[src/verilog/uart_pkg.sv]
// uart shared definitions
package uart_pkg;

    // frame and bus sizes
    localparam int unsigned UART_DATA_SIZE       = 8;   // data bits per frame
    localparam int unsigned UART_BAUD_DIV_SIZE   = 16;  // clocks per bit, divisor width
    localparam int unsigned UART_FRAME_BIT_COUNT = 4;   // bit counter width
    localparam int unsigned UART_SBIT_DATA_SIZE  = 9;   // start bit plus data
    localparam int unsigned UART_BUS_WIDTH       = 32;  // register data width

    localparam logic [UART_FRAME_BIT_COUNT-1:0] UART_8DATA_1STOP_BITS = 4'd10;
    localparam logic [UART_FRAME_BIT_COUNT-1:0] UART_8DATA_2STOP_BITS = 4'd11;

    localparam logic [UART_BAUD_DIV_SIZE-1:0] UART_BAUD_DIV_RESET = 16'd16;  // divisor after reset

    typedef enum logic [1:0] {
        UART_TX_IDLE,
        UART_TX_START,  // loads shifter and bit counter
        UART_TX_DATA
    } uart_tx_states_e;

    typedef enum logic [1:0] {
        UART_RX_IDLE,
        UART_RX_START,  // waiting for mid start bit
        UART_RX_DATA,
        UART_RX_STOP
    } uart_rx_states_e;

    // register word offsets
    typedef enum logic [1:0] {
        UART_REG_DATA   = 2'd0,
        UART_REG_CTRL   = 2'd1,
        UART_REG_STATUS = 2'd2
    } uart_reg_e;

    // layout matches CTRL bits 17:0
    typedef struct packed {
        logic                          rx_irq_en;  // bit 17
        logic                          two_stop;   // bit 16
        logic [UART_BAUD_DIV_SIZE-1:0] baud_div;   // bits 15:0
    } uart_cfg_t;

    typedef struct packed {
        logic                      wr;     // single cycle write strobe
        logic                      rd;     // single cycle read strobe
        uart_reg_e                 addr;
        logic [UART_BUS_WIDTH-1:0] wdata;
    } uart_bus_req_t;

    typedef struct packed {
        logic [UART_DATA_SIZE-1:0] data;
        logic                      frame_err;  // first stop bit was low
    } uart_rx_byte_t;

endpackage : uart_pkg

[src/verilog/uart_regs.sv]
// uart register block
`timescale 1ns/100ps

module uart_regs (
    input  logic                                clk,
    input  logic                                rst_n,
    input  uart_pkg::uart_bus_req_t             bus_req_i,
    output logic [uart_pkg::UART_BUS_WIDTH-1:0] bus_rdata_o,  // valid the cycle after rd
    output uart_pkg::uart_cfg_t                 cfg_o,
    output logic [uart_pkg::UART_DATA_SIZE-1:0] tx_data_o,
    output logic                                tx_valid_o,
    input  logic                                tx_ready_i,
    input  logic                                rx_strobe_i,
    input  uart_pkg::uart_rx_byte_t             rx_byte_i,
    output logic                                irq_o
);

    uart_pkg::uart_cfg_t                 cfg_ff;
    logic [uart_pkg::UART_DATA_SIZE-1:0] tx_hold_ff;
    logic                                tx_full_ff;
    logic                                tx_ready_ff;
    logic [uart_pkg::UART_DATA_SIZE-1:0] rx_data_ff;
    logic                                rx_valid_ff;
    logic                                overrun_ff;
    logic                                frame_err_ff;
    logic [uart_pkg::UART_BUS_WIDTH-1:0] rdata_ff;
    logic [uart_pkg::UART_BUS_WIDTH-1:0] rdata_next;
    logic                                wr_data;
    logic                                wr_ctrl;
    logic                                rd_data;
    logic                                rd_status;
    logic                                tx_load;
    logic                                rx_store;

    assign wr_data   = bus_req_i.wr && (bus_req_i.addr == uart_pkg::UART_REG_DATA);
    assign wr_ctrl   = bus_req_i.wr && (bus_req_i.addr == uart_pkg::UART_REG_CTRL);
    assign rd_data   = bus_req_i.rd && (bus_req_i.addr == uart_pkg::UART_REG_DATA);
    assign rd_status = bus_req_i.rd && (bus_req_i.addr == uart_pkg::UART_REG_STATUS);
    assign tx_load   = wr_data && !tx_full_ff;      // dropped while holding register full
    assign rx_store  = rx_strobe_i && !rx_valid_ff;

    always_ff @(posedge clk or negedge rst_n) begin
        if (!rst_n) begin
            cfg_ff       <= '{rx_irq_en: 1'b0, two_stop: 1'b0,
                              baud_div: uart_pkg::UART_BAUD_DIV_RESET};
            tx_full_ff   <= 1'b0;
            tx_ready_ff  <= 1'b1;
            rx_valid_ff  <= 1'b0;
            overrun_ff   <= 1'b0;
            frame_err_ff <= 1'b0;
        end else begin
            tx_ready_ff <= tx_ready_i;
            if (wr_ctrl) begin
                cfg_ff <= bus_req_i.wdata[$bits(uart_pkg::uart_cfg_t)-1:0];
            end
            if (tx_load) begin
                tx_full_ff <= 1'b1;
            end else if (tx_ready_ff && !tx_ready_i) begin
                tx_full_ff <= 1'b0;  // transmitter has taken the byte
            end
            if (rd_data) begin
                rx_valid_ff <= 1'b0;
            end
            if (rd_status) begin
                overrun_ff   <= 1'b0;
                frame_err_ff <= 1'b0;
            end
            // a new event wins over a clear in the same cycle
            if (rx_strobe_i && rx_valid_ff) begin
                overrun_ff <= 1'b1;
            end
            if (rx_store) begin
                rx_valid_ff <= 1'b1;
                if (rx_byte_i.frame_err) begin
                    frame_err_ff <= 1'b1;
                end
            end
        end
    end

    always_ff @(posedge clk) begin
        if (tx_load) begin
            tx_hold_ff <= bus_req_i.wdata[uart_pkg::UART_DATA_SIZE-1:0];
        end
        if (rx_store) begin
            rx_data_ff <= rx_byte_i.data;
        end
        if (bus_req_i.rd) begin
            rdata_ff <= rdata_next;
        end
    end

    always_comb begin
        rdata_next = '0;
        case (bus_req_i.addr)
            uart_pkg::UART_REG_DATA:   rdata_next[uart_pkg::UART_DATA_SIZE-1:0] = rx_data_ff;
            uart_pkg::UART_REG_CTRL:   rdata_next[$bits(uart_pkg::uart_cfg_t)-1:0] = cfg_ff;
            // frame_err, overrun, rx_valid, tx_full, tx_ready
            uart_pkg::UART_REG_STATUS: rdata_next[4:0] = {frame_err_ff, overrun_ff, rx_valid_ff,
                                                          tx_full_ff, tx_ready_i};
            default:                   rdata_next = '0;
        endcase
    end

    assign bus_rdata_o = rdata_ff;
    assign cfg_o       = cfg_ff;
    assign tx_data_o   = tx_hold_ff;
    assign tx_valid_o  = tx_full_ff;
    assign irq_o       = rx_valid_ff && cfg_ff.rx_irq_en;

endmodule : uart_regs

[src/verilog/uart_rx.sv]
// uart serial receiver
`timescale 1ns/100ps

module uart_rx (
    input  logic                    clk,
    input  logic                    rst_n,
    input  logic                    rx_pin_i,     // asynchronous serial line
    input  uart_pkg::uart_cfg_t     cfg_i,
    output logic                    rx_strobe_o,  // one cycle per received frame
    output uart_pkg::uart_rx_byte_t rx_byte_o
);

    logic [1:0]                                sync_ff;  // two-flop synchronizer
    logic                                      rx_s;
    logic                                      rx_prev_ff;
    logic                                      start_edge;
    logic [uart_pkg::UART_BAUD_DIV_SIZE-1:0]   sample_count_ff;
    logic [uart_pkg::UART_BAUD_DIV_SIZE-1:0]   sample_count_next;
    logic [uart_pkg::UART_FRAME_BIT_COUNT-1:0] bit_count_ff;
    logic [uart_pkg::UART_FRAME_BIT_COUNT-1:0] bit_count_next;
    logic [uart_pkg::UART_DATA_SIZE-1:0]       data_ff;
    logic [uart_pkg::UART_DATA_SIZE-1:0]       data_next;
    logic                                      sample_pulse;
    logic                                      last_bit;
    logic                                      strobe_next;
    logic                                      strobe_ff;
    uart_pkg::uart_rx_byte_t                   rx_byte_ff;

    uart_pkg::uart_rx_states_e state_ff;
    uart_pkg::uart_rx_states_e state_next;

    assign rx_s         = sync_ff[1];
    assign start_edge   = rx_prev_ff && !rx_s;
    assign sample_pulse = (sample_count_ff == uart_pkg::UART_BAUD_DIV_SIZE'(1));
    assign last_bit     = (bit_count_ff ==
                           uart_pkg::UART_FRAME_BIT_COUNT'(uart_pkg::UART_DATA_SIZE - 1));

    always_ff @(posedge clk or negedge rst_n) begin
        if (!rst_n) begin
            sync_ff         <= 2'b11;
            rx_prev_ff      <= 1'b1;
            state_ff        <= uart_pkg::UART_RX_IDLE;
            sample_count_ff <= '0;
            bit_count_ff    <= '0;
            strobe_ff       <= 1'b0;
        end else begin
            sync_ff         <= {sync_ff[0], rx_pin_i};
            rx_prev_ff      <= rx_s;
            state_ff        <= state_next;
            sample_count_ff <= sample_count_next;
            bit_count_ff    <= bit_count_next;
            strobe_ff       <= strobe_next;
        end
    end

    // shift register and delivered byte
    always_ff @(posedge clk) begin
        data_ff <= data_next;
        if (strobe_next) begin
            rx_byte_ff.data      <= data_ff;
            rx_byte_ff.frame_err <= !rx_s;  // only the first stop bit is checked
        end
    end

    always_comb begin
        state_next        = state_ff;
        sample_count_next = sample_count_ff - 1'b1;
        bit_count_next    = bit_count_ff;
        data_next         = data_ff;
        strobe_next       = 1'b0;

        case (state_ff)
            uart_pkg::UART_RX_IDLE: begin
                sample_count_next = cfg_i.baud_div >> 1;  // half a bit to the centre
                bit_count_next    = '0;
                if (start_edge) begin
                    state_next = uart_pkg::UART_RX_START;
                end
            end

            uart_pkg::UART_RX_START: begin
                if (sample_pulse) begin
                    sample_count_next = cfg_i.baud_div;
                    if (rx_s) begin
                        state_next = uart_pkg::UART_RX_IDLE;  // glitch, not a start bit
                    end else begin
                        state_next = uart_pkg::UART_RX_DATA;
                    end
                end
            end

            uart_pkg::UART_RX_DATA: begin
                if (sample_pulse) begin
                    sample_count_next = cfg_i.baud_div;
                    data_next         = {rx_s, data_ff[uart_pkg::UART_DATA_SIZE-1:1]};  // lsb first
                    bit_count_next    = bit_count_ff + 1'b1;
                    if (last_bit) begin
                        state_next = uart_pkg::UART_RX_STOP;
                    end
                end
            end

            uart_pkg::UART_RX_STOP: begin
                if (sample_pulse) begin
                    strobe_next = 1'b1;
                    state_next  = uart_pkg::UART_RX_IDLE;
                end
            end

            default: begin
                state_next = uart_pkg::UART_RX_IDLE;
            end
        endcase
    end

    assign rx_strobe_o = strobe_ff;
    assign rx_byte_o   = rx_byte_ff;

endmodule : uart_rx

[src/verilog/uart_top.sv]
// uart peripheral top
`timescale 1ns/100ps

module uart_top (
    input  logic                                clk,
    input  logic                                rst_n,
    input  uart_pkg::uart_bus_req_t             bus_req_i,
    output logic [uart_pkg::UART_BUS_WIDTH-1:0] bus_rdata_o,
    input  logic                                rx_pin_i,
    output logic                                tx_pin_o,
    output logic                                irq_o
);

    uart_pkg::uart_cfg_t                 cfg;
    logic [uart_pkg::UART_DATA_SIZE-1:0] tx_data;
    logic                                tx_valid;
    logic                                tx_ready;
    logic                                rx_strobe;
    uart_pkg::uart_rx_byte_t             rx_byte;

    uart_regs i_uart_regs (
        .clk         (clk),
        .rst_n       (rst_n),
        .bus_req_i   (bus_req_i),
        .bus_rdata_o (bus_rdata_o),
        .cfg_o       (cfg),
        .tx_data_o   (tx_data),
        .tx_valid_o  (tx_valid),
        .tx_ready_i  (tx_ready),
        .rx_strobe_i (rx_strobe),
        .rx_byte_i   (rx_byte),
        .irq_o       (irq_o)
    );

    uart_tx i_uart_tx (
        .clk       (clk),
        .rst_n     (rst_n),
        .tx_data_i (tx_data),
        .cfg_i     (cfg),
        .valid_i   (tx_valid),
        .ready_o   (tx_ready),
        .tx_pin_o  (tx_pin_o)
    );

    uart_rx i_uart_rx (
        .clk         (clk),
        .rst_n       (rst_n),
        .rx_pin_i    (rx_pin_i),
        .cfg_i       (cfg),
        .rx_strobe_o (rx_strobe),
        .rx_byte_o   (rx_byte)
    );

endmodule : uart_top

[src/verilog/uart_tx.sv]
// uart serial transmitter
`timescale 1ns/100ps

module uart_tx (
    input  logic                                clk,
    input  logic                                rst_n,
    input  logic [uart_pkg::UART_DATA_SIZE-1:0] tx_data_i,  // held steady while valid_i
    input  uart_pkg::uart_cfg_t                 cfg_i,
    input  logic                                valid_i,
    output logic                                ready_o,
    output logic                                tx_pin_o
);

    logic [uart_pkg::UART_BAUD_DIV_SIZE-1:0]   sample_count_ff;
    logic [uart_pkg::UART_BAUD_DIV_SIZE-1:0]   sample_count_next;
    logic [uart_pkg::UART_FRAME_BIT_COUNT-1:0] bit_count_ff;
    logic [uart_pkg::UART_FRAME_BIT_COUNT-1:0] bit_count_next;
    logic [uart_pkg::UART_FRAME_BIT_COUNT-1:0] frame_size;
    logic [uart_pkg::UART_SBIT_DATA_SIZE-1:0]  shifter_ff;
    logic [uart_pkg::UART_SBIT_DATA_SIZE-1:0]  shifter_next;
    logic                                      sample_pulse;
    logic                                      tx_busy;
    logic                                      tx_pin_next;
    logic                                      tx_pin_ff;

    uart_pkg::uart_tx_states_e state_ff;
    uart_pkg::uart_tx_states_e state_next;

    // last cycle of a bit-time
    assign sample_pulse = (sample_count_ff == uart_pkg::UART_BAUD_DIV_SIZE'(1));
    assign tx_busy      = (bit_count_ff != '0);

    assign frame_size = cfg_i.two_stop ? uart_pkg::UART_8DATA_2STOP_BITS
                                       : uart_pkg::UART_8DATA_1STOP_BITS;

    always_ff @(posedge clk or negedge rst_n) begin
        if (!rst_n) begin
            state_ff        <= uart_pkg::UART_TX_IDLE;
            sample_count_ff <= '0;
            bit_count_ff    <= '0;
            shifter_ff      <= '1;
            tx_pin_ff       <= 1'b1;  // line idles high
        end else begin
            state_ff        <= state_next;
            sample_count_ff <= sample_count_next;
            bit_count_ff    <= bit_count_next;
            shifter_ff      <= shifter_next;
            tx_pin_ff       <= tx_pin_next;
        end
    end

    always_comb begin
        state_next        = state_ff;
        sample_count_next = cfg_i.baud_div;  // reloaded outside DATA
        bit_count_next    = bit_count_ff;
        shifter_next      = shifter_ff;
        tx_pin_next       = 1'b1;

        case (state_ff)
            uart_pkg::UART_TX_IDLE: begin
                if (valid_i && !tx_busy) begin
                    state_next = uart_pkg::UART_TX_START;
                end
            end

            uart_pkg::UART_TX_START: begin
                shifter_next   = {tx_data_i, 1'b0};  // start bit in lsb
                bit_count_next = frame_size;
                state_next     = uart_pkg::UART_TX_DATA;
            end

            uart_pkg::UART_TX_DATA: begin
                tx_pin_next = shifter_ff[0];
                if (sample_pulse) begin
                    bit_count_next    = bit_count_ff - 1'b1;
                    // ones shifted in become the stop bits
                    shifter_next      = {1'b1, shifter_ff[uart_pkg::UART_SBIT_DATA_SIZE-1:1]};
                    sample_count_next = cfg_i.baud_div;
                end else begin
                    sample_count_next = sample_count_ff - 1'b1;
                end
                if (!tx_busy) begin
                    state_next = uart_pkg::UART_TX_IDLE;
                end
            end

            default: begin
                state_next = uart_pkg::UART_TX_IDLE;
            end
        endcase
    end

    assign ready_o  = !tx_busy;
    assign tx_pin_o = tx_pin_ff;  // registered, one cycle behind the shifter

endmodule : uart_tx
[config.mk]
export PLATFORM = sky130hd
export DESIGN_NAME = uart_top
export DESIGN_NICKNAME = d
export VERILOG_FILES = /design/src/verilog/uart_pkg.sv /design/src/verilog/uart_regs.sv /design/src/verilog/uart_rx.sv /design/src/verilog/uart_top.sv /design/src/verilog/uart_tx.sv
export SDC_FILE = /design/constraint.sdc
export NUM_CORES = 1
export LEC_CHECK = 0
export ABC_AREA = 0
export BUFFER_PORTS_ARGS = -buffer_cell sky130_fd_sc_hd__buf_2
export CAP_MARGIN = 20
export CORE_MARGIN = 2
export CORE_UTILIZATION = 58
export CTS_CLUSTER_SIZE = 28
export DETAILED_ROUTE_END_ITERATION = 12
export GPL_TIMING_DRIVEN = 0
export PLACE_DENSITY = 0.88
export SLEW_MARGIN = 20
export SYNTH_ARGS = -nofsm -noshare
export SYNTH_HDL_FRONTEND = slang
export SYNTH_SLANG_ARGS = --single-unit
[constraint.sdc]
create_clock -name clk -period 2.6 [get_ports clk]
set_input_delay 0.13 -clock clk [delete_from_list [all_inputs] [get_ports clk]]
set_output_delay 0.13 -clock clk [all_outputs]
set_load 0.005 [all_outputs]
==> results of run 1 <==
kinds of logic (layout without fill, tap and decap cells):
group | Yosys count | in the layout | share of synthesized area
AO/OA/AOI/OAI | 101 | 101 | 0.107
buffers and inverters | 45 | 145 | 0.0396
XOR/XNOR | 27 | 27 | 0.0390
other | 1 | 14 | 0.000618
AND/OR/NAND/NOR | 180 | 180 | 0.151
multiplexers | 27 | 27 | 0.0485
adder cells (fa/ha/maj) | 12 | 12 | 0.0247
flip-flops | 132 | 132 | 0.590
layer usage:
layer  part of all wire  vias up
li1                   -     2061
met1               0.39     2284
met2               0.52      219
met3              0.058       45
met4              0.033        0
met5                  0        -
repair_timing:
action | in CTS | in global routing
gates resized for setup | 0 | 2
endpoints found under the setup margin | 0 | 17
hold buffers | 22 | 0
endpoints found under the hold margin | 68 | 0
cell type report:
type	instances	area (µm²)
fillers	652	2840
repair buffers	68	468
multi-input cells	361	2310
flip-flops and latches	132	3580
clock buffers	19	422
inverters	11	41.3
plain buffers	34	199
well taps	136	170
clock inverters	13	201
stage by stage:
| stage | power, µW | area, µm² | std cells |
|---|---|---|---|
| after floorplan | 4490 | 6120 | 538 |
| after global placement | 4900 | 6510 | 718 |
| after detailed placement | 5060 | 6540 | 720 |
| after CTS | 7700 | 7380 | 774 |
| after global routing | 8110 | 7390 | 774 |
| final | 7750 | 7390 | 774 |
Yosys cell counts (all sizes together), types with 7 or more instances:
cell    count
edfxtp     51
a21oi      17
and2       13
nand2      64
inv        11
dfrtp      66
buf        24
a31oi       8
mux2i       8
dfstp      15
o21ai      41
nor2b      10
nor4        9
nor3       13
a22oi       8
clkbuf     10
mux2       19
nand3       9
ha         12
nor2       34
xnor2      20
xor2        7
worst max-delay path by stage:
stage / from / to / slack (ns)
6_report: i_uart_rx.sample_count_ff[1] / i_uart_rx.data_ff[7] / 0.19
2_1_floorplan: i_uart_rx.sample_count_ff[5] / i_uart_rx.rx_byte_o[0] / 0.49
3_5_place_dp: i_uart_rx.sample_count_ff[5] / i_uart_rx.rx_byte_o[2] / 0.07
5_1_grt: i_uart_rx.sample_count_ff[1] / i_uart_rx.data_ff[7] / 0.07
3_3_place_gp: i_uart_rx.sample_count_ff[5] / i_uart_rx.rx_byte_o[1] / 0.12
4_1_cts: i_uart_rx.sample_count_ff[5] / i_uart_rx.rx_byte_o[3] / 0.04
placed cells by master, fill, tap and decap left out, drive strengths merged, types with 14 or more instances in the layout:
| master | instances |
|---|---|
| a21oi | 17 |
| dfrtp | 66 |
| nor2 | 34 |
| dlygate4sd3 | 22 |
| inv | 15 |
| xnor2 | 20 |
| dfstp | 15 |
| o21ai | 41 |
| nand2 | 64 |
| edfxtp | 51 |
| buf | 70 |
| conb | 14 |
| mux2 | 19 |
| clkbuf | 29 |
flip-flops by register name (all words and copies together), names as in the netlist, 2 cells and up, named ones only:
| name | cells |
|---|---|
| i_uart_regs.bus_rdata_o | 18 |
| i_uart_tx.sample_count_ff | 16 |
| i_uart_regs.cfg_o | 18 |
| i_uart_rx.data_ff | 8 |
| i_uart_rx.bit_count_ff | 4 |
| i_uart_regs.rx_data_ff | 8 |
| i_uart_rx.sync_ff | 2 |
| i_uart_rx.rx_byte_o | 9 |
| i_uart_tx.state_ff | 2 |
| i_uart_tx.bit_count_ff | 4 |
| i_uart_rx.sample_count_ff | 16 |
| i_uart_regs.tx_data_o | 8 |
| i_uart_tx.shifter_ff | 9 |
power groups by stage:
stage,combinational [µW],clock [µW],sequential (µW)
2_1_floorplan,1450,0,3040
3_3_place_gp,1760,0,3140
3_5_place_dp,1880,0,3180
4_1_cts,1970,2570,3160
5_1_grt,2200,2660,3250
6_report,2010,2550,3190
==> impl_metrics.py, run 1 <==
metrics = {
    "setup_path": {
        "timing.rr.start": "i_uart_rx.sample_count_ff[1]",
        "crit_path_end_kind": "flip-flop",
        "path_buf_inv": 3,
        "path_depth": 7,
        "path_delay_family": "simple AND/OR/NAND/NOR gates",
        "cp_cell_sequence": "inv_1 -> ha_1 -> nor4b_1 -> and4_1 -> buf_2 -> buf_2 -> and2_1",
        "slowest_delay_ns": 0.40,
        "crit_type": "reg2reg",
        "start_kind": "flip-flop",
        "cp_slowest_cell": "dfrtp_1",
        "crit_path_max_fanout": 10,
        "reg2regPathDepth": 7,
        "cp.arrival_ns": 2.61,
        "rrSetupSlack_ns": 0.19,
        "r2r-end": "i_uart_rx.data_ff[7]",
        "crit_top_cell": "buf_2",
        "cp.required_ns": 2.80,
    },
    "pwr": {
        "p_per_area_nw_per_um2": 1050,
        "power_leakage_uw": 0.00314,
        "p_comb_frac": 0.259,
        "pwr-share-seq": 0.412,
        "swShare": 0.333,
        "power.switching_uw": 2580,
        "power.share.clock": 0.329,
        "max-vdd-ir-drop_v": 0.000645,
        "intPower_uw": 5170,
    },
    "timing": {
        "clock.fmax_ghz": 0.415,
        "setup_ws_ns": 0.190,
        "period_minus_slack_ns": 2.41,
        "hold_violations": 0,
        "whs_ns": 0.0852,
        "finalSetupViolCount": 0,
        "rsz0062_at_grt": "false",
        "slew-limit-headroom": 0.387,
        "final_max_slew_viol_count": 0,
        "tns_ns": 0,
        "worst_slew_pin_slew_ns": 0.918,
        "timing.final.crit_share": 0.927,
        "skew_ns": 0.0112,
    },
    "clocking": {
        "cts_root_buffer": "clkbuf_8",
        "cts_tree": "yes",
        "h-tree-depth": 4,
        "clkTransAtPathRegs_ns": 0.06,
        "cts_buffers": 17,
        "cts_max_path_buffers": 2,
        "clock_sinks": 132,
        "postCtsSetupBuffers": 0,
        "clk_latency_ns": 0.54,
    },
    "cells_and_area": {
        "antenna_cells": 0,
        "post-route-util": 0.723,
        "layout.nets": 676,
        "syn_to_final_growth_pct": 21.9,
        "drive_gt1_frac": 0.221,
    },
    "worst_hold_path": {
        "hp-start": "bus_req_i[34]",
        "hold_path.class": "in2reg",
        "worstHoldEndpoint": "i_uart_regs.bus_rdata_o[11]",
        "hold_depth": 1,
    },
    "placement": {
        "dpl.hpwl_mm": 8.90,
        "io_buffers": 44,
        "place_ws_ns": 0.0657,
        "gp_congestion": 0.970,
    },
    "grt": {
        "grtUsageMet1": 0.323,
        "grt_pass1_vias": 4644,
        "met3_usage": 0.0613,
        "track_usage": 0.269,
        "grt_remaining_overflow": 0,
        "use_met2": 0.453,
        "grt_max_degree": 52,
        "antenna_found_initial": 0,
        "globalRoute.busiestLayer": "met2",
        "grt_pass1_wl_mm": 23.0,
    },
    "job": {
        "maxCapViolations": 0,
    },
    "detailed_routing": {
        "vias": 4609,
        "drc": 0,
        "wl_mm": 14.4,
        "firstDrtPassIters": 5,
        "viasPerCell": 5.95,
        "wl_per_cell_um": 18.6,
        "drtIter0Drc": 469,
        "ant_nets": 0,
    },
    "yosys": {
        "synth_area_leaders": "dfrtp_1 (27%), edfxtp_1 (25%), dfstp_2 (6.5%)",
        "syn-cell-area_um2": 6070,
        "synthArstFlopShare": 0.614,
        "synth-edff-count": 51,
        "synth_area_per_cell_um2": 11.6,
        "synth_ff_type": "dfrtp_1",
        "ys_types": 57,
        "synth_top_area_share": 0.272,
        "ys_seq_area_frac": 0.590,
        "yosysTopAreaCell": "dfrtp_1",
        "yosys_register_bits": 132,
        "ys_warn_count": 0,
        "netlist_instances": 525,
    },
    "floorplan": {
        "pin_count": 73,
        "die-area_um2": 11300,
        "die_w_um": 106,
        "start_util": 0.593,
        "die_y_um": 106,
        "coreArea_um2": 10200,
        "rows": 37,
    },
    "status": {
        "status": "finished, final reports clean",
    },
}
Power figures use the tool's default switching activity.
==> inputs of run 2 (changes only) <==
--- a/config.mk
+++ b/config.mk
@@ -13,7 +13,9 @@
 export CTS_CLUSTER_SIZE = 28
 export DETAILED_ROUTE_END_ITERATION = 12
 export GPL_TIMING_DRIVEN = 0
+export MAX_ROUTING_LAYER = met4
 export PLACE_DENSITY = 0.88
+export REMOVE_ABC_BUFFERS = 1
 export SLEW_MARGIN = 20
 export SYNTH_ARGS = -nofsm -noshare
 export SYNTH_HDL_FRONTEND = slang
==> run 2 against run 1 <==
  * Count of clock-buffer cells in the layout up 1
  * Worst hold slack worse by 0.033 ns
  * First-iteration DRC count up 24%
  * Register-to-register slack worse by 0.09 ns
  * Die area unchanged
  * Core utilization down 2.3 points
  * Critical path depth down 2
  * Routed wire length down 2.4%
  * Cell count down 4.3%
  * Total power down 3.6%
==> impl_metrics.py, run 2 (synthesis results as in run 1) <==
metrics = {
    "timing": {
        "setup_ws_ns": 0.104,
        "whs_ns": 0.0523,
        "hold_violations": 0,
        "period_minus_slack_ns": 2.50,
        "finalSetupViolCount": 0,
        "clock.fmax_ghz": 0.401,
        "final_max_slew_viol_count": 0,
        "worst_slew_pin_slew_ns": 0.949,
        "skew_ns": 0.0114,
        "slew-limit-headroom": 0.367,
        "timing.final.crit_share": 0.960,
    },
    "floorplan": {
        "die_y_um": 106,
        "die-area_um2": 11300,
        "die_w_um": 106,
        "pin_count": 73,
        "coreArea_um2": 10200,
        "start_util": 0.593,
        "rows": 37,
    },
    "setup_path": {
        "cp_cell_sequence": "nor4_4 -> and4_2 -> nor2b_1 -> a22oi_1 -> o21ai_1",
        "start_kind": "flip-flop",
        "cp.required_ns": 3.06,
        "slowest_delay_ns": 0.55,
        "crit_type": "reg2reg",
        "crit_path_end_kind": "flip-flop",
        "timing.rr.start": "i_uart_rx.sample_count_ff[5]",
        "crit_start": "i_uart_rx.sample_count_ff[5]",
        "crit_path_max_fanout": 16,
        "cp.arrival_ns": 2.96,
        "cp_slowest_cell": "nor2b_1",
    },
    "cells_and_area": {
        "drive_gt1_frac": 0.205,
        "layout.nets": 643,
        "design_area_um2": 7160,
        "layout_commonest_cell": "dfrtp_1",
        "layout_common_cells": "dfrtp_1 (66), nand2_1 (64), edfxtp_1 (51), buf_2 (44), nor2_1 (33)",
        "antenna_cells": 0,
        "syn_to_final_growth_pct": 18.0,
        "final_cells": 741,
    },
    "grt": {
        "grt_pass1_wl_mm": 22.6,
        "grt_max_degree": 47,
        "track_usage": 0.274,
        "grt_remaining_overflow": 0,
        "antenna_found_initial": 0,
        "grt_pass1_vias": 4576,
    },
    "clocking": {
        "cts_buffers": 17,
        "cts_max_path_buffers": 2,
        "clock_sinks": 132,
        "clk_latency_ns": 0.55,
        "clkTransAtPathRegs_ns": 0.06,
        "cts_tree": "yes",
        "postCtsSetupBuffers": 0,
        "h-tree-depth": 4,
        "cts_root_buffer": "clkbuf_8",
    },
    "detailed_routing": {
        "vias": 4462,
        "drtIter0Drc": 580,
        "firstDrtPassIters": 7,
        "viasPerCell": 6.02,
        "ant_nets": 0,
        "wl_mm": 14.0,
        "wl_per_cell_um": 18.9,
        "drc": 0,
    },
    "placement": {
        "dpl.hpwl_mm": 8.41,
        "gp_congestion": 0.965,
        "io_buffers": 44,
        "dp.cells": 687,
        "place_area_um2": 6370,
        "place_ws_ns": -0.102,
    },
    "worst_hold_path": {
        "hold_path.class": "in2reg",
        "hp-start": "bus_req_i[33]",
    },
    "pwr": {
        "p_per_area_nw_per_um2": 1040,
        "power_leakage_uw": 0.00299,
        "max-vdd-ir-drop_v": 0.000623,
    },
    "status": {
        "status": "finished, final reports clean",
    },
    "job": {
        "maxCapViolations": 0,
    },
}
-- run 2: layer usage --
layer  global-route usage  routed length, µm
met3               0.0815                782
met2                0.446               7220
met5                    -                  0
met4                0.133                571
met1                0.310               5450
-- run 2: report_power, final --
group	switching, µW	internal [µW]	total (µW)
sequential	542	2670	3210
clock	897	1360	2260
combinational	1180	814	2000
total	2620	4850	7470
-- run 2: path summary, 6_finish.rpt --
path,endpoint,slack (ns),depth (start not counted)
worst max register to register,i_uart_rx.sample_count_ff[5],0.10,5
min in group asynchronous,i_uart_regs.cfg_o[12],0.11,2
worst max-delay path,i_uart_rx.sample_count_ff[5],0.10,5
max in group asynchronous,i_uart_rx.rx_prev_ff,1.83,3
worst min-delay path,i_uart_regs.bus_rdata_o[7],0.05,2
worst min register to register,i_uart_rx.sync_ff[1],0.36,0
-- run 2: stage by stage --
stage          utilization  setup TNS [ns]  total power [µW]
2_1_floorplan            -               0              4430
3_3_place_gp         0.616           -6.23              4830
3_5_place_dp         0.622           -1.69              5030
4_1_cts              0.699               0              7410
5_1_grt              0.700          -0.186              7830
6_report             0.700               0              7470
-- run 2: worst max-delay path: cells and delay by family, from the launching register on --
| kind | cells | cell delay [ns] |
|---|---|---|
| AND/OR/NAND/NOR | 3 | 1.60 |
| flip-flops | 1 | 0.47 |
| AO/OA/AOI/OAI | 2 | 0.35 |
-- run 2: area by class of cell --
type | instances | area [µm²]
clock inverters | 12 | 133
fillers | 642 | 3070
multi-input cells | 361 | 2320
flip-flops and latches | 132 | 3580
inverters | 11 | 41.3
clock buffers | 20 | 425
repair buffers | 69 | 490
well taps | 136 | 170
-- run 2: timing repair --
action                     in CTS  in global routing
pin swaps                       0                  0
hold buffers                   22                  0
hold endpoints to repair      102                  0
gates resized for setup         1                  1
setup endpoints to repair       6                 17
==> inputs of run 3 (changes only) <==
--- a/config.mk
+++ b/config.mk
@@ -5,16 +5,15 @@
 export SDC_FILE = /design/constraint.sdc
 export NUM_CORES = 1
 export LEC_CHECK = 0
-export ABC_AREA = 0
+export ABC_AREA = 1
 export BUFFER_PORTS_ARGS = -buffer_cell sky130_fd_sc_hd__buf_2
-export CAP_MARGIN = 20
 export CORE_MARGIN = 2
 export CORE_UTILIZATION = 58
 export CTS_CLUSTER_SIZE = 28
 export DETAILED_ROUTE_END_ITERATION = 12
 export GPL_TIMING_DRIVEN = 0
 export MAX_ROUTING_LAYER = met4
-export PLACE_DENSITY = 0.88
+export PLACE_DENSITY = 0.87
 export REMOVE_ABC_BUFFERS = 1
 export SLEW_MARGIN = 20
 export SYNTH_ARGS = -nofsm -noshare
==> run 3 against run 2 <==
  * Critical path depth did not move
  * Highest routed layer unchanged
  * Final area rose by 1.4%
  * Via count rose by 5.3%
  * Largest cell class unchanged
  * Sequential power fell by 6.5%
  * Critical path type unchanged
  * Combinational power barely moved
==> impl_metrics.py, run 3 <==
metrics = {
    "timing": {
        "finalSetupViolCount": 0,
        "slew-limit-headroom": 0.504,
        "hold_violations": 0,
        "worst_slew_pin_slew_ns": 0.741,
        "skew_ns": 0.00751,
        "period_minus_slack_ns": 2.10,
        "rsz0062_at_grt": "false",
        "tns_ns": 0,
        "clock.fmax_ghz": 0.475,
        "timing.final.crit_share": 0.809,
        "final_max_slew_viol_count": 0,
    },
    "yosys": {
        "synth_ff_type": "dfrtp_1",
        "ys_seq_area_frac": 0.577,
        "yosys_register_bits": 132,
        "netlist_instances": 656,
        "synth-edff-count": 51,
        "syn-cell-area_um2": 6200,
        "synthTopCellsByCount": "nand2_1 (154), nor2_1 (72), inv_1 (70), dfrtp_1 (66), edfxtp_1 (51)",
        "ys_types": 39,
        "synth_area_leaders": "dfrtp_1 (27%), edfxtp_1 (25%), nand2_1 (9.3%)",
        "synthArstFlopShare": 0.614,
        "ys_warn_count": 0,
        "synth_top_area_share": 0.267,
        "synth_area_per_cell_um2": 9.45,
        "yosysTopAreaCell": "dfrtp_1",
        "synthMostInstantiatedCell": "nand2_1",
    },
    "status": {
        "status": "finished, final reports clean",
    },
    "detailed_routing": {
        "wl_per_cell_um": 15.5,
        "top_layer_used": "met4",
        "ant_nets": 0,
        "drc": 0,
        "firstDrtPassIters": 7,
        "wl_met3_um": 763,
        "drtIter0Drc": 426,
        "vias": 4700,
        "wl_met2_mm": 6.99,
        "wl_mm": 13.6,
        "viasPerCell": 5.38,
        "met1_length_mm": 5.43,
    },
    "grt": {
        "antenna_found_initial": 0,
        "grt_max_degree": 61,
        "grt_remaining_overflow": 0,
        "track_usage": 0.258,
        "grt_pass1_vias": 4775,
        "grt_pass1_wl_mm": 22.2,
    },
    "cells_and_area": {
        "antenna_cells": 0,
        "syn_to_final_growth_pct": 17.1,
        "layout.nets": 776,
        "drive_gt1_frac": 0.157,
        "final_cells": 874,
        "layout_common_cells": "nand2_1 (153), nor2_1 (72), inv_1 (70), dfrtp_1 (66), edfxtp_1 (51)",
        "layout_commonest_cell": "nand2_1",
        "design_area_um2": 7260,
    },
    "pwr": {
        "max-vdd-ir-drop_v": 0.000515,
        "power_leakage_uw": 0.00334,
        "p_per_area_nw_per_um2": 1010,
    },
    "clocking": {
        "clock_sinks": 132,
        "cts_buffers": 17,
        "cts_max_path_buffers": 2,
        "cts_root_buffer": "clkbuf_8",
        "cts-resized-gates": 0,
        "clk_latency_ns": 0.54,
        "clkTransAtPathRegs_ns": 0.06,
        "h-tree-depth": 4,
        "cts_tree": "yes",
    },
    "setup_path": {
        "cp.arrival_ns": 2.58,
        "cp.required_ns": 3.07,
        "crit_path_end_kind": "flip-flop",
        "crit_path_max_fanout": 16,
        "start_kind": "flip-flop",
        "crit_type": "reg2reg",
    },
    "floorplan": {
        "die_w_um": 107,
        "die_y_um": 107,
        "pin_count": 73,
        "coreArea_um2": 10400,
        "die-area_um2": 11500,
        "rows": 37,
        "start_util": 0.598,
    },
    "placement": {
        "dp.cells": 822,
        "dpl.hpwl_mm": 8.78,
        "gp_congestion": 0.963,
        "io_buffers": 44,
        "place_area_um2": 6480,
    },
    "worst_hold_path": {
        "hold_path.class": "in2async",
    },
    "job": {
        "maxCapViolations": 0,
    },
}
==> run 3: cell count changes after synthesis, sizes merged, moves of 10 or more <==
cell,before,now
mux2,19,2
nor3,13,2
inv,11,72
nand3,9,43
a21oi,17,28
nor2b,10,0
xor2,7,21
and2,13,0
xnor2,20,7
nand2,64,159
nor2,34,81
==> run 3: cell families (layout without fill, tap and decap cells) <==
group	count (synthesis)	count (layout)	share of synthesized area
simple gates	296	296	0.205
flops	132	132	0.577
buf+inv	101	170	0.0747
compound gates	84	84	0.0751
xor+xnor	28	28	0.0396
fa+ha+maj	12	12	0.0242
mux	2	2	0.00363
other cells	1	14	0.000605
==> run 3: critical path: stages, from the launching register on <==
cell      delay, ns
dfrtp_1        0.48
ha_1           0.47
clkinv_1       0.53
nand2_2        0.38
nand3_1        0.11
nand2_1        0.07
==> run 3: worst paths after layout <==
path / from / slack, ns / end / cells after the start
setup / recovery: i_uart_rx.state_ff[0] / 0.50 / i_uart_rx.sample_count_ff[15] / 5
hold / removal: rst_n / 0.03 / i_uart_rx.sample_count_ff[15] / 2
setup reg to reg: i_uart_rx.state_ff[0] / 0.50 / i_uart_rx.sample_count_ff[15] / 5
hold reg to reg: i_uart_rx.sync_ff[0] / 0.36 / i_uart_rx.sync_ff[1] / 0
max in group asynchronous: rst_n / 1.93 / i_uart_tx.tx_pin_o / 3
min in group clk: bus_req_i[32] / 0.07 / i_uart_regs.bus_rdata_o[3] / 4
==> run 3: repair_timing <==
item	CTS	global route
hold endpoints to repair	96	0
hold buffers	20	0
buffers inserted	0	0
==> run 3: per-stage QoR <==
stage / total power [µW] / worst slack [ns] / utilization / hold slack [ns]
2_1_floorplan: 4350 / 0.748 / - / -0.166
3_3_place_gp: 4740 / 0.391 / 0.622 / 0.235
3_5_place_dp: 4890 / 0.313 / 0.625 / 0.0597
4_1_cts: 7300 / 0.482 / 0.700 / 0.0330
5_1_grt: 7740 / 0.348 / 0.700 / 0.0637
6_report: 7310 / 0.497 / 0.700 / 0.0314
==> run 3: final cells by class <==
class | count | area (µm²)
Timing Repair Buffer | 65 | 450
Multi-Input combinational cell | 436 | 2210
Fill cell | 683 | 3110
Tap cell | 136 | 170
Clock inverter | 13 | 148
Clock buffer | 19 | 432
Inverter | 73 | 274
Sequential cell | 132 | 3580
==> run 3: report_power, final <==
group	internal, µW	total, µW	switching [µW]
registers	2650	3000	357
logic	691	1970	1280
clock network	1410	2340	933
total	4740	7310	2570
==> run 3: layer usage <==
layer	up-vias	global-route usage
met5	-	-
li1	2222	-
met2	178	0.422
met1	2262	0.299
met3	38	0.0623
met4	0	0.128
